## config.mk

```make
export PLATFORM = sky130hd
export DESIGN_NAME = packer_top
export DESIGN_NICKNAME = d
export VERILOG_FILES = /design/src/source/lane_pkg.sv /design/src/source/ram_2p_asym.sv /design/src/source/asym_fifo.sv /design/src/source/lane_dispatch.sv /design/src/source/lane_collect.sv /design/src/source/packer_top.sv
export SDC_FILE = /design/constraint.sdc
export NUM_CORES = 2
export LEC_CHECK = 0
export ABC_AREA = 1
export BUFFER_PORTS_ARGS = -buffer_cell sky130_fd_sc_hd__buf_4
export CAP_MARGIN = 15
export CELL_PAD_IN_SITES_DETAIL_PLACEMENT = 1
export CELL_PAD_IN_SITES_GLOBAL_PLACEMENT = 2
export CORE_MARGIN = 1.5
export CORE_UTILIZATION = 30
export DETAILED_ROUTE_END_ITERATION = 8
export GPL_ROUTABILITY_DRIVEN = 0
export PLACE_DENSITY_LB_ADDON = 0.25
export SETUP_SLACK_MARGIN = 0.1
export SYNTH_ARGS = -nofsm -noshare
export SYNTH_HDL_FRONTEND = slang
export SYNTH_SLANG_ARGS = --single-unit
```

## constraint.sdc

```tcl
create_clock -name clk_i -period 2.3 [get_ports clk_i]
set_input_delay 0.46 -clock clk_i [delete_from_list [all_inputs] [get_ports clk_i]]
set_output_delay 0.46 -clock clk_i [all_outputs]
set_load 0.05 [all_outputs]
```

## src/source/lane_pkg.sv

```systemverilog
package lane_pkg;

   // byte lanes in, packed words out
   localparam int BYTE_W = 8;
   localparam int BYTES_PER_WORD = 4;
   localparam int WORD_W = BYTE_W * BYTES_PER_WORD;

   // round-robin lane set
   localparam int NUM_LANES = 4;
   localparam int LANE_IDX_W = $clog2(NUM_LANES);

   // per-lane FIFO, addressed in bytes
   // 6 bits gives 64 bytes, i.e. 16 words
   localparam int FIFO_ADDR_W = 6;

   // level counts bytes and must reach the full depth
   localparam int LEVEL_W = FIFO_ADDR_W + 1;

endpackage

```

## src/source/ram_2p_asym.sv

```systemverilog
`timescale 1ns/1ps

module ram_2p_asym #(
   parameter int W_DATA_W = 8,
   parameter int R_DATA_W = 32,
   // address width in units of the narrower port
   parameter int ADDR_W = 6,
   localparam int MAX_W = (W_DATA_W > R_DATA_W) ? W_DATA_W : R_DATA_W,
   localparam int MIN_W = (W_DATA_W > R_DATA_W) ? R_DATA_W : W_DATA_W,
   localparam int RATIO = MAX_W / MIN_W,
   localparam int W_ADDR_W = (W_DATA_W == MAX_W) ? ADDR_W - $clog2(RATIO) : ADDR_W,
   localparam int R_ADDR_W = (R_DATA_W == MAX_W) ? ADDR_W - $clog2(RATIO) : ADDR_W
) (
   input  logic                clk_i,

   input  logic                w_en_i,
   input  logic [W_ADDR_W-1:0] w_addr_i,
   input  logic [W_DATA_W-1:0] w_data_i,

   input  logic                r_en_i,
   input  logic [R_ADDR_W-1:0] r_addr_i,
   output logic [R_DATA_W-1:0] r_data_o
);

   localparam int DEPTH = 2 ** ADDR_W;
   // narrow slots touched per access on each side
   localparam int W_N = W_DATA_W / MIN_W;
   localparam int R_N = R_DATA_W / MIN_W;

   logic [MIN_W-1:0] mem [DEPTH];

   // wide writes split low-first over consecutive slots
   always_ff @(posedge clk_i) begin
      if (w_en_i) begin
         for (int i = 0; i < W_N; i++) begin
            mem[W_N * int'(w_addr_i) + i] <= w_data_i[i*MIN_W +: MIN_W];
         end
      end
   end

   // registered read, first slot lands in the low bits
   always_ff @(posedge clk_i) begin
      if (r_en_i) begin
         for (int i = 0; i < R_N; i++) begin
            r_data_o[i*MIN_W +: MIN_W] <= mem[R_N * int'(r_addr_i) + i];
         end
      end
   end

   // an enabled port needs a known address inside the slot array
   a_w_addr_range: assert property (@(posedge clk_i)
      w_en_i |-> !$isunknown(w_addr_i) && (W_N * int'(w_addr_i) + W_N <= DEPTH))
      else $error("ram_2p_asym: write address out of range");

   a_r_addr_range: assert property (@(posedge clk_i)
      r_en_i |-> !$isunknown(r_addr_i) && (R_N * int'(r_addr_i) + R_N <= DEPTH))
      else $error("ram_2p_asym: read address out of range");

endmodule

```

## src/source/asym_fifo.sv

```systemverilog
`timescale 1ns/1ps

module asym_fifo #(
   parameter int W_DATA_W = 8,
   parameter int R_DATA_W = 32,
   // depth in units of the narrower side
   parameter int ADDR_W = 6,
   localparam int MAX_W = (W_DATA_W > R_DATA_W) ? W_DATA_W : R_DATA_W,
   localparam int MIN_W = (W_DATA_W > R_DATA_W) ? R_DATA_W : W_DATA_W,
   localparam int RATIO = MAX_W / MIN_W,
   localparam int W_ADDR_W = (W_DATA_W == MAX_W) ? ADDR_W - $clog2(RATIO) : ADDR_W,
   localparam int R_ADDR_W = (R_DATA_W == MAX_W) ? ADDR_W - $clog2(RATIO) : ADDR_W
) (
   input  logic                clk_i,
   input  logic                rst_i,

   input  logic                w_en_i,
   input  logic [W_DATA_W-1:0] w_data_i,
   output logic                w_full_o,

   input  logic                r_en_i,
   output logic [R_DATA_W-1:0] r_data_o,
   output logic                r_empty_o,

   output logic [ADDR_W:0]     level_o
);

   localparam int LVL_W = ADDR_W + 1;
   localparam logic [ADDR_W:0] FIFO_SIZE = LVL_W'(1) << ADDR_W;

   // the wide side moves RATIO slots per access
   localparam logic [ADDR_W:0] W_INCR = (W_DATA_W > R_DATA_W) ? LVL_W'(RATIO) : LVL_W'(1);
   localparam logic [ADDR_W:0] R_INCR = (R_DATA_W > W_DATA_W) ? LVL_W'(RATIO) : LVL_W'(1);

   logic                w_en_int;
   logic                r_en_int;
   logic [W_ADDR_W-1:0] w_addr;
   logic [R_ADDR_W-1:0] r_addr;
   logic [ADDR_W:0]     level_q;
   logic [ADDR_W:0]     level_nxt;

   // registered flags gate the strobes directly
   assign w_en_int = w_en_i & ~w_full_o;
   assign r_en_int = r_en_i & ~r_empty_o;

   // address counters wrap at their own widths
   always_ff @(posedge clk_i) begin
      if (rst_i) begin
         w_addr <= '0;
      end else if (w_en_int) begin
         w_addr <= w_addr + 1'b1;
      end
   end

   always_ff @(posedge clk_i) begin
      if (rst_i) begin
         r_addr <= '0;
      end else if (r_en_int) begin
         r_addr <= r_addr + 1'b1;
      end
   end

   always_comb begin
      level_nxt = level_q;
      if (w_en_int) begin
         level_nxt = level_nxt + W_INCR;
      end
      if (r_en_int) begin
         level_nxt = level_nxt - R_INCR;
      end
   end

   // flags follow the next level and settle on the same edge
   always_ff @(posedge clk_i) begin
      if (rst_i) begin
         level_q   <= '0;
         r_empty_o <= 1'b1;
         w_full_o  <= 1'b0;
      end else begin
         level_q   <= level_nxt;
         r_empty_o <= level_nxt < R_INCR;
         w_full_o  <= level_nxt > (FIFO_SIZE - W_INCR);
      end
   end

   assign level_o = level_q;

   ram_2p_asym #(
      .W_DATA_W (W_DATA_W),
      .R_DATA_W (R_DATA_W),
      .ADDR_W   (ADDR_W)
   ) ram_i (
      .clk_i    (clk_i),
      .w_en_i   (w_en_int),
      .w_addr_i (w_addr),
      .w_data_i (w_data_i),
      .r_en_i   (r_en_int),
      .r_addr_i (r_addr),
      .r_data_o (r_data_o)
   );

   // never more than the array holds
   a_level_max: assert property (@(posedge clk_i) disable iff (rst_i)
      level_q <= FIFO_SIZE)
      else $error("asym_fifo: level above depth");

   // a read only passes with a whole word stored
   a_level_min: assert property (@(posedge clk_i) disable iff (rst_i)
      r_en_int |-> level_q >= R_INCR)
      else $error("asym_fifo: read would underflow level");

endmodule

```

## src/source/lane_dispatch.sv

```systemverilog
`timescale 1ns/1ps

module lane_dispatch (
   input  logic                            clk_i,
   input  logic                            rst_i,

   input  logic                            in_valid_i,
   input  logic [lane_pkg::BYTE_W-1:0]     in_data_i,
   output logic                            in_full_o,

   input  logic [lane_pkg::NUM_LANES-1:0]  lane_full_i,
   output logic [lane_pkg::NUM_LANES-1:0]  lane_w_en_o,
   output logic [lane_pkg::BYTE_W-1:0]     lane_w_data_o
);

   localparam logic [lane_pkg::LANE_IDX_W-1:0] LAST_LANE =
      lane_pkg::LANE_IDX_W'(lane_pkg::NUM_LANES - 1);

   logic [lane_pkg::LANE_IDX_W-1:0] wr_ptr;
   logic                            accept;

   // back-pressure comes from the lane next in line only
   assign in_full_o = lane_full_i[wr_ptr];
   assign accept    = in_valid_i & ~in_full_o;

   // one strobe, to the target lane
   always_comb begin
      lane_w_en_o = '0;
      if (accept) begin
         lane_w_en_o[wr_ptr] = 1'b1;
      end
   end

   // byte bus is shared, the strobe picks the lane
   assign lane_w_data_o = in_data_i;

   // pointer holds on a dropped byte
   always_ff @(posedge clk_i) begin
      if (rst_i) begin
         wr_ptr <= '0;
      end else if (accept) begin
         if (wr_ptr == LAST_LANE) begin
            wr_ptr <= '0;
         end else begin
            wr_ptr <= wr_ptr + 1'b1;
         end
      end
   end

endmodule

```

## src/source/lane_collect.sv

```systemverilog
`timescale 1ns/1ps

module lane_collect (
   input  logic                                          clk_i,
   input  logic                                          rst_i,

   input  logic                                          out_en_i,
   output logic                                          out_empty_o,
   output logic [lane_pkg::WORD_W-1:0]                   out_data_o,
   output logic [lane_pkg::LANE_IDX_W-1:0]               out_lane_o,
   output logic                                          out_valid_o,

   input  logic [lane_pkg::NUM_LANES-1:0]                lane_empty_i,
   input  logic [lane_pkg::NUM_LANES*lane_pkg::WORD_W-1:0] lane_r_data_i,
   output logic [lane_pkg::NUM_LANES-1:0]                lane_r_en_o
);

   localparam logic [lane_pkg::LANE_IDX_W-1:0] LAST_LANE =
      lane_pkg::LANE_IDX_W'(lane_pkg::NUM_LANES - 1);

   logic [lane_pkg::LANE_IDX_W-1:0] rd_ptr;
   logic [lane_pkg::LANE_IDX_W-1:0] rd_lane_q;
   logic                            rd_valid_q;
   logic                            accept;

   // strict order, an empty target blocks the others
   assign out_empty_o = lane_empty_i[rd_ptr];
   assign accept      = out_en_i & ~out_empty_o;

   always_comb begin
      lane_r_en_o = '0;
      if (accept) begin
         lane_r_en_o[rd_ptr] = 1'b1;
      end
   end

   always_ff @(posedge clk_i) begin
      if (rst_i) begin
         rd_ptr <= '0;
      end else if (accept) begin
         if (rd_ptr == LAST_LANE) begin
            rd_ptr <= '0;
         end else begin
            rd_ptr <= rd_ptr + 1'b1;
         end
      end
   end

   // remember which RAM was read, its word shows up next cycle
   always_ff @(posedge clk_i) begin
      if (rst_i) begin
         rd_valid_q <= 1'b0;
         rd_lane_q  <= '0;
      end else begin
         rd_valid_q <= accept;
         if (accept) begin
            rd_lane_q <= rd_ptr;
         end
      end
   end

   assign out_data_o  = lane_r_data_i[rd_lane_q*lane_pkg::WORD_W +: lane_pkg::WORD_W];
   assign out_lane_o  = rd_lane_q;
   assign out_valid_o = rd_valid_q;

   // at most one strobe, and never into a lane flagged empty
   a_no_empty_read: assert property (@(posedge clk_i) disable iff (rst_i)
      $onehot0(lane_r_en_o) && ((lane_r_en_o & lane_empty_i) == '0))
      else $error("lane_collect: read strobe to empty lane");

endmodule

```

## src/source/packer_top.sv

```systemverilog
`timescale 1ns/1ps

module packer_top (
   input  logic                                             clk_i,
   input  logic                                             rst_i,

   input  logic                                             in_valid_i,
   input  logic [lane_pkg::BYTE_W-1:0]                      in_data_i,
   output logic                                             in_full_o,

   input  logic                                             out_en_i,
   output logic [lane_pkg::WORD_W-1:0]                      out_data_o,
   output logic [lane_pkg::LANE_IDX_W-1:0]                  out_lane_o,
   output logic                                             out_valid_o,
   output logic                                             out_empty_o,

   output logic [lane_pkg::NUM_LANES*lane_pkg::LEVEL_W-1:0] level_o
);

   logic [lane_pkg::NUM_LANES-1:0]                  lane_w_en;
   logic [lane_pkg::BYTE_W-1:0]                     lane_w_data;
   logic [lane_pkg::NUM_LANES-1:0]                  lane_full;
   logic [lane_pkg::NUM_LANES-1:0]                  lane_r_en;
   logic [lane_pkg::NUM_LANES-1:0]                  lane_empty;
   logic [lane_pkg::NUM_LANES*lane_pkg::WORD_W-1:0] lane_r_data;

   lane_dispatch dispatch_i (
      .clk_i         (clk_i),
      .rst_i         (rst_i),
      .in_valid_i    (in_valid_i),
      .in_data_i     (in_data_i),
      .in_full_o     (in_full_o),
      .lane_full_i   (lane_full),
      .lane_w_en_o   (lane_w_en),
      .lane_w_data_o (lane_w_data)
   );

   // bytes in, words out, lane 0 in the low slices
   for (genvar l = 0; l < lane_pkg::NUM_LANES; l++) begin : g_lane
      asym_fifo #(
         .W_DATA_W (lane_pkg::BYTE_W),
         .R_DATA_W (lane_pkg::WORD_W),
         .ADDR_W   (lane_pkg::FIFO_ADDR_W)
      ) fifo_i (
         .clk_i     (clk_i),
         .rst_i     (rst_i),
         .w_en_i    (lane_w_en[l]),
         .w_data_i  (lane_w_data),
         .w_full_o  (lane_full[l]),
         .r_en_i    (lane_r_en[l]),
         .r_data_o  (lane_r_data[l*lane_pkg::WORD_W +: lane_pkg::WORD_W]),
         .r_empty_o (lane_empty[l]),
         .level_o   (level_o[l*lane_pkg::LEVEL_W +: lane_pkg::LEVEL_W])
      );
   end

   lane_collect collect_i (
      .clk_i         (clk_i),
      .rst_i         (rst_i),
      .out_en_i      (out_en_i),
      .out_empty_o   (out_empty_o),
      .out_data_o    (out_data_o),
      .out_lane_o    (out_lane_o),
      .out_valid_o   (out_valid_o),
      .lane_empty_i  (lane_empty),
      .lane_r_data_i (lane_r_data),
      .lane_r_en_o   (lane_r_en)
   );

endmodule

```

# Word level (Yosys, flattened, before mapping)
# Memory sizes are Yosys's and may differ from the RTL's. A register that Yosys moved wholly into a read port is not among the register bits.
# Index checks and enable logic that the tools add are counted.
# classes
add_sub_neg,30
magnitude_cmp,12
n_eq_ne,2
shift,1
mux,28
n_bitwise,20
reduce_logical,2
# op_table
cell,count
$shiftx A128 B8 Y32,1
$mux W7,8
$add A6 B1 Y6 const B,8
$add A6 B2 Y6 const B,8
$add A7 B1 Y7 const B,4
$gt A7 B6 Y1 const B,4
$lt A7 B3 Y1 const B,4
$sub A7 B3 Y7 const B,4
$add A4 B1 Y4 const B,4
$mux W1,12
$and A1 B1 Y1,10
$not A1 Y1,10
$mux W4,2
$lt A2 B3 Y1 const B,2
$add A2 B1 Y2 const B,2
$bmux W1 S2,2
$demux W1 S2,2
$eq A2 B2 Y1 const B,2
$ge A2 B1 Y1 const B,2
$mux W2,2
$logic_and A1 B1 Y1,2
# word_totals
ff_bits,83
ramBits,2048
out_inout_bits,65
mem_count,4
# mem_list
name,depth,word_bits,rd,rd_ports_with_merged_regs,wr,line,rtl
g_lane[0].fifo_i.ram_i.mem,64,8,4,4,1,ram_2p_asym.sv:30,logic [MIN_W-1:0] mem [DEPTH];
g_lane[1].fifo_i.ram_i.mem,64,8,4,4,1,ram_2p_asym.sv:30,
g_lane[2].fifo_i.ram_i.mem,64,8,4,4,1,ram_2p_asym.sv:30,
g_lane[3].fifo_i.ram_i.mem,64,8,4,4,1,ram_2p_asym.sv:30,

# Longest topological paths before layout
# logic_depth
word_depth,10
ltp_mapped,19

# Cells and area by module
# From an unflattened synthesis, not the netlist that was laid out.
# unflattened
cells_unflattened,9606
hier_area_um2,98749.7
# by_module_without_submodules
module,n_inst,cells_each,area_each_um2
ram_2p_asym,4,2197,23359.9
asym_fifo,4,138,967.2
lane_collect,1,223,1169.9
lane_dispatch,1,43,271.5

# Least setup slack after synthesis
# No wires, ideal clock.
# synth_path
path_kind,register to output
startpoint,register collect_i.rd_lane_q (netlist bit collect_i.out_lane_o[0])
endpoint,output out_data_o[0] (netlist bit)
arrival_ps,2164
slack_ps,-324
path_stages_with_launch,7
cell_sequence,dfxtp_1 clkbuf_1 inv_1 clkbuf_1 clkbuf_1 nor2_1 o22ai_1
# synth_via
elab_chain_cells,1
# synth_rtl
element,line,rtl
start: declaration,lane_collect.sv:22,logic [lane_pkg::LANE_IDX_W-1:0] rd_lane_q;
start signal: assignment,lane_collect.sv:57,rd_lane_q <= rd_ptr;
$shiftx A128 B8 Y32,lane_collect.sv:62,assign out_data_o = lane_r_data_i[rd_lane_q*lane_pkg::WORD_W +: lane_pkg::WORD_W];
end: declaration,packer_top.sv:12,"output logic [lane_pkg::WORD_W-1:0] out_data_o,"
# No other way between the ends.

# Final worst setup path
# layout_path
startpoint,register collect_i.rd_lane_q (netlist bit collect_i.out_lane_o[0])
endpoint,output out_data_o[12] (netlist bit)
# Same word-level chain as after synthesis.

==> impl_metrics.ini <==
[run_status]
status = finished with violations
violations = negative setup slack

[cts]
clk_path_buf_depth = 4
root_buffer = clkbuf_16
h-tree-depth = 4
cts_buffers = 246
clk_latency_ns = 0.91
path_clk_slew_ns = 0.06
cts_tree = yes
clkSinkCount = 2259

[critical_path]
critPathRequiredTime_ns = 1.84
cp_max_fo = 6
cp-end-kind = output pin
crit_path_start_kind = register
worstPathArrival_ns = 2.32
path_class = register to output pin

[global_routing]
grt-ovfl-total = 0
grt_pass1_wl_um = 419000
grtUsageTotal_pct = 18.6
grt_pass1_vias = 59700
antenna_found_initial = 7
grt_max_degree = 96

[finish]
syn_to_final_growth_pct = 25.2
final_cell_mix = 2,176 x edfxtp_1, 1,180 x nor2_1, 945 x o21ai_0
nNetsFinal = 7286
layout_commonest_cell = edfxtp_1
multiInputGateArea_um2 = 22000
seq_area_um2 = 67100
layout-drive-gt1-share_pct = 21.0
n_fill_cell = 30400
fin_util_pct = 37.9

[floorplan]
die-area_um2 = 301000
die_y_um = 548
initial_core_util_pct = 30.2
die_w_um = 548
core.rowCount = 199
core_area_um2 = 295000
io_pins = 77

[synth]
synthFlopType = edfxtp_1
synth-seq-area-share_pct = 75.1
synth.distinct_cells = 45
synth_edf_count = 2176
syn_nets = 6670
syn_area_um2 = 89200
async_reset_ff_share_pct = 0
syn_inst = 6635
ys_warn_count = 0
ys_seq_elements = 2259
avgSynthCellArea_um2 = 13.4

[sta]
fin_crit_sh_pct = 121
holdWs_ns = 0.0578
setup_slack_ns = -0.479
clock_skew_ns = 0.0776
fin_crit_ns = 2.78
report.final.slew_viol_count = 0
setup_viol_count_final = 153
fmax_mhz = 360
slew_headroom_pct = 35.8
rsz0062_at_grt = true
worst_slew_pin_slew_ns = 0.961
hold_viol = 0

[route]
ant_nets = 0
wirelength_um = 284000
routed_via_density = 5.06
drt_iter0_markers = 3878
post_drt_wl_per_cell_um = 25.0
num_vias = 57600
route.detailed.drc = 0
dr.pass1.iters = 8

[place]
dp_hpwl_um = 182000
io_buffers = 76

[pwr]
seq_power_share_pct = 49.6
vdd_drop_max_uv = 606
power.density_nw_per_um2 = 820
p_comb_share_pct = 8.0
leakage_nw = 36.2
intPower_mw = 70.2
p_clk_share_pct = 42.4
power_switching_mw = 21.3
switching_share_pct = 23.3

[run]
drv_cap = 0

[hold_path]
hold_path_class = input port to register
==> sequential cells by signal, indices dropped and copies added (netlist names), 4 cells and up <==
| signal | count |
|---|---|
| g_lane.fifo_i.ram_i.mem | 2048 |
| g_lane.fifo_i.w_addr | 24 |
| g_lane.fifo_i.level_o | 28 |
| g_lane.fifo_i.r_empty_o | 4 |
| g_lane.fifo_i.w_full_o | 4 |
| g_lane.fifo_i.ram_i.r_data_o | 128 |
| g_lane.fifo_i.r_addr | 16 |
==> critical path, cell delays in order (launching register included) <==
cell,delay [ns]
dfxtp_4,0.35
buf_12,0.15
o21ai_0,0.52
o22ai_4,0.20
buf_6,0.20
==> worst paths after layout <==
kind	slack [ns]	cells past startpoint	start	endpoint
worst max-delay path	-0.48	4	collect_i.out_lane_o[0]	out_data_o[12]
worst min-delay path	0.06	2	in_data_i[3]	g_lane[1].fifo_i.ram_i.mem[8][3]
worst max register to register	-0.05	14	dispatch_i.wr_ptr[0]	g_lane[2].fifo_i.ram_i.mem[10][4]
worst min register to register	0.54	2	collect_i.rd_ptr[1]	collect_i.rd_ptr[1]
==> through the flow <==
| step | instance area, um2 | cells | setup TNS, ns | total power, mW | setup slack (ns) |
|---|---|---|---|---|---|
| floorplan | 89600 | 6635 | -3.64 | 49.1 | -0.0573 |
| detailed placement | 100000 | 10800 | -110.82 | 52.4 | -0.312 |
| global placement | 100000 | 10800 | -87.88 | 52.4 | -0.352 |
| global route | 112000 | 11400 | -54.01 | 94.2 | -0.541 |
| finish | 112000 | 11400 | -16.14 | 91.5 | -0.479 |
| CTS | 110000 | 11300 | -16.60 | 92.2 | -0.554 |
==> per-layer routing <==
metal  vias to the layer above  share of wire, %  track usage, %
li1                      26400                 -               -
met1                     29900                45            25.4
met2                       917                49            31.3
met3                       362               3.2            1.99
met4                         0               3.0            5.30
met5                         -                 0               0
==> kinds of logic after synthesis <==
logic type / Yosys count / share of synthesized area, %
flip-flops: 2259 / 75.1
AND/OR/NAND/NOR: 1938 / 8.84
AO/OA/AOI/OAI: 1723 / 11.9
buffers and inverters: 587 / 2.62
multiplexers: 92 / 1.03
adder cells (fa/ha/maj): 23 / 0.323
XOR/XNOR: 13 / 0.128
==> area by class of cell <==
| cell class | count | area share [%] |
|---|---|---|
| clock buffers | 304 | 5.82 |
| diodes | 5 | 0.0112 |
| repair buffers | 821 | 8.36 |
| multi-input cells | 3789 | 19.7 |
| clock inverters | 146 | 1.16 |
| inverters | 134 | 0.526 |
| flip-flops and latches | 2259 | 60.1 |
| well taps | 3919 | 4.39 |
==> power by group through the flow <==
stage	logic (mW)	clock network, mW	registers [mW]
6_report	7.29	38.8	45.4
5_1_grt	7.65	41.1	45.4
4_1_cts	7.08	39.7	45.4
3_5_place_dp	6.15	0	46.3
3_3_place_gp	6.10	0	46.3
2_1_floorplan	2.69	0	46.4
==> timing repair <==
action / CTS / global route
pin swaps: 39 / 63
hold buffers: 6 / 0
hold endpoints to repair: 79 / 0
endpoints found under the setup margin: 2101 / 2015
buffers inserted: 40 / 23
resized for setup: 401 / 448
gates cloned: 6 / 3
==> cells in the mapped netlist (4+ instances only) <==
master       n  area share [%]
ha_1        23            0.32
clkbuf_1   378             1.6
buf_2       46            0.26
inv_2        6           0.025
nor3_1      28            0.16
nand3_2      9            0.10
a21oi_1     50            0.28
nor3b_1      4           0.034
nor2_1    1350             5.7
o21ai_0   1008             5.7
nand3_1    195             1.1
o32ai_1     24            0.24
nor3_2       5           0.056
inv_1      125            0.53
buf_4        8           0.067
a211oi_1     4           0.034
o221ai_1   389             3.8
dfxtp_1     83             1.9
nor4_1       6           0.042
xor2_1      10           0.098
nand2_1    291             1.2
o211ai_1   111            0.93
edfxtp_1  2176              73
o22ai_1    131            0.92
mux2i_1     92             1.0
nand4_1     23            0.16
nor2_2       6           0.042
buf_1       17           0.072
nand4_2      5           0.070
Note: power is estimated with default switching activity, not from simulation.
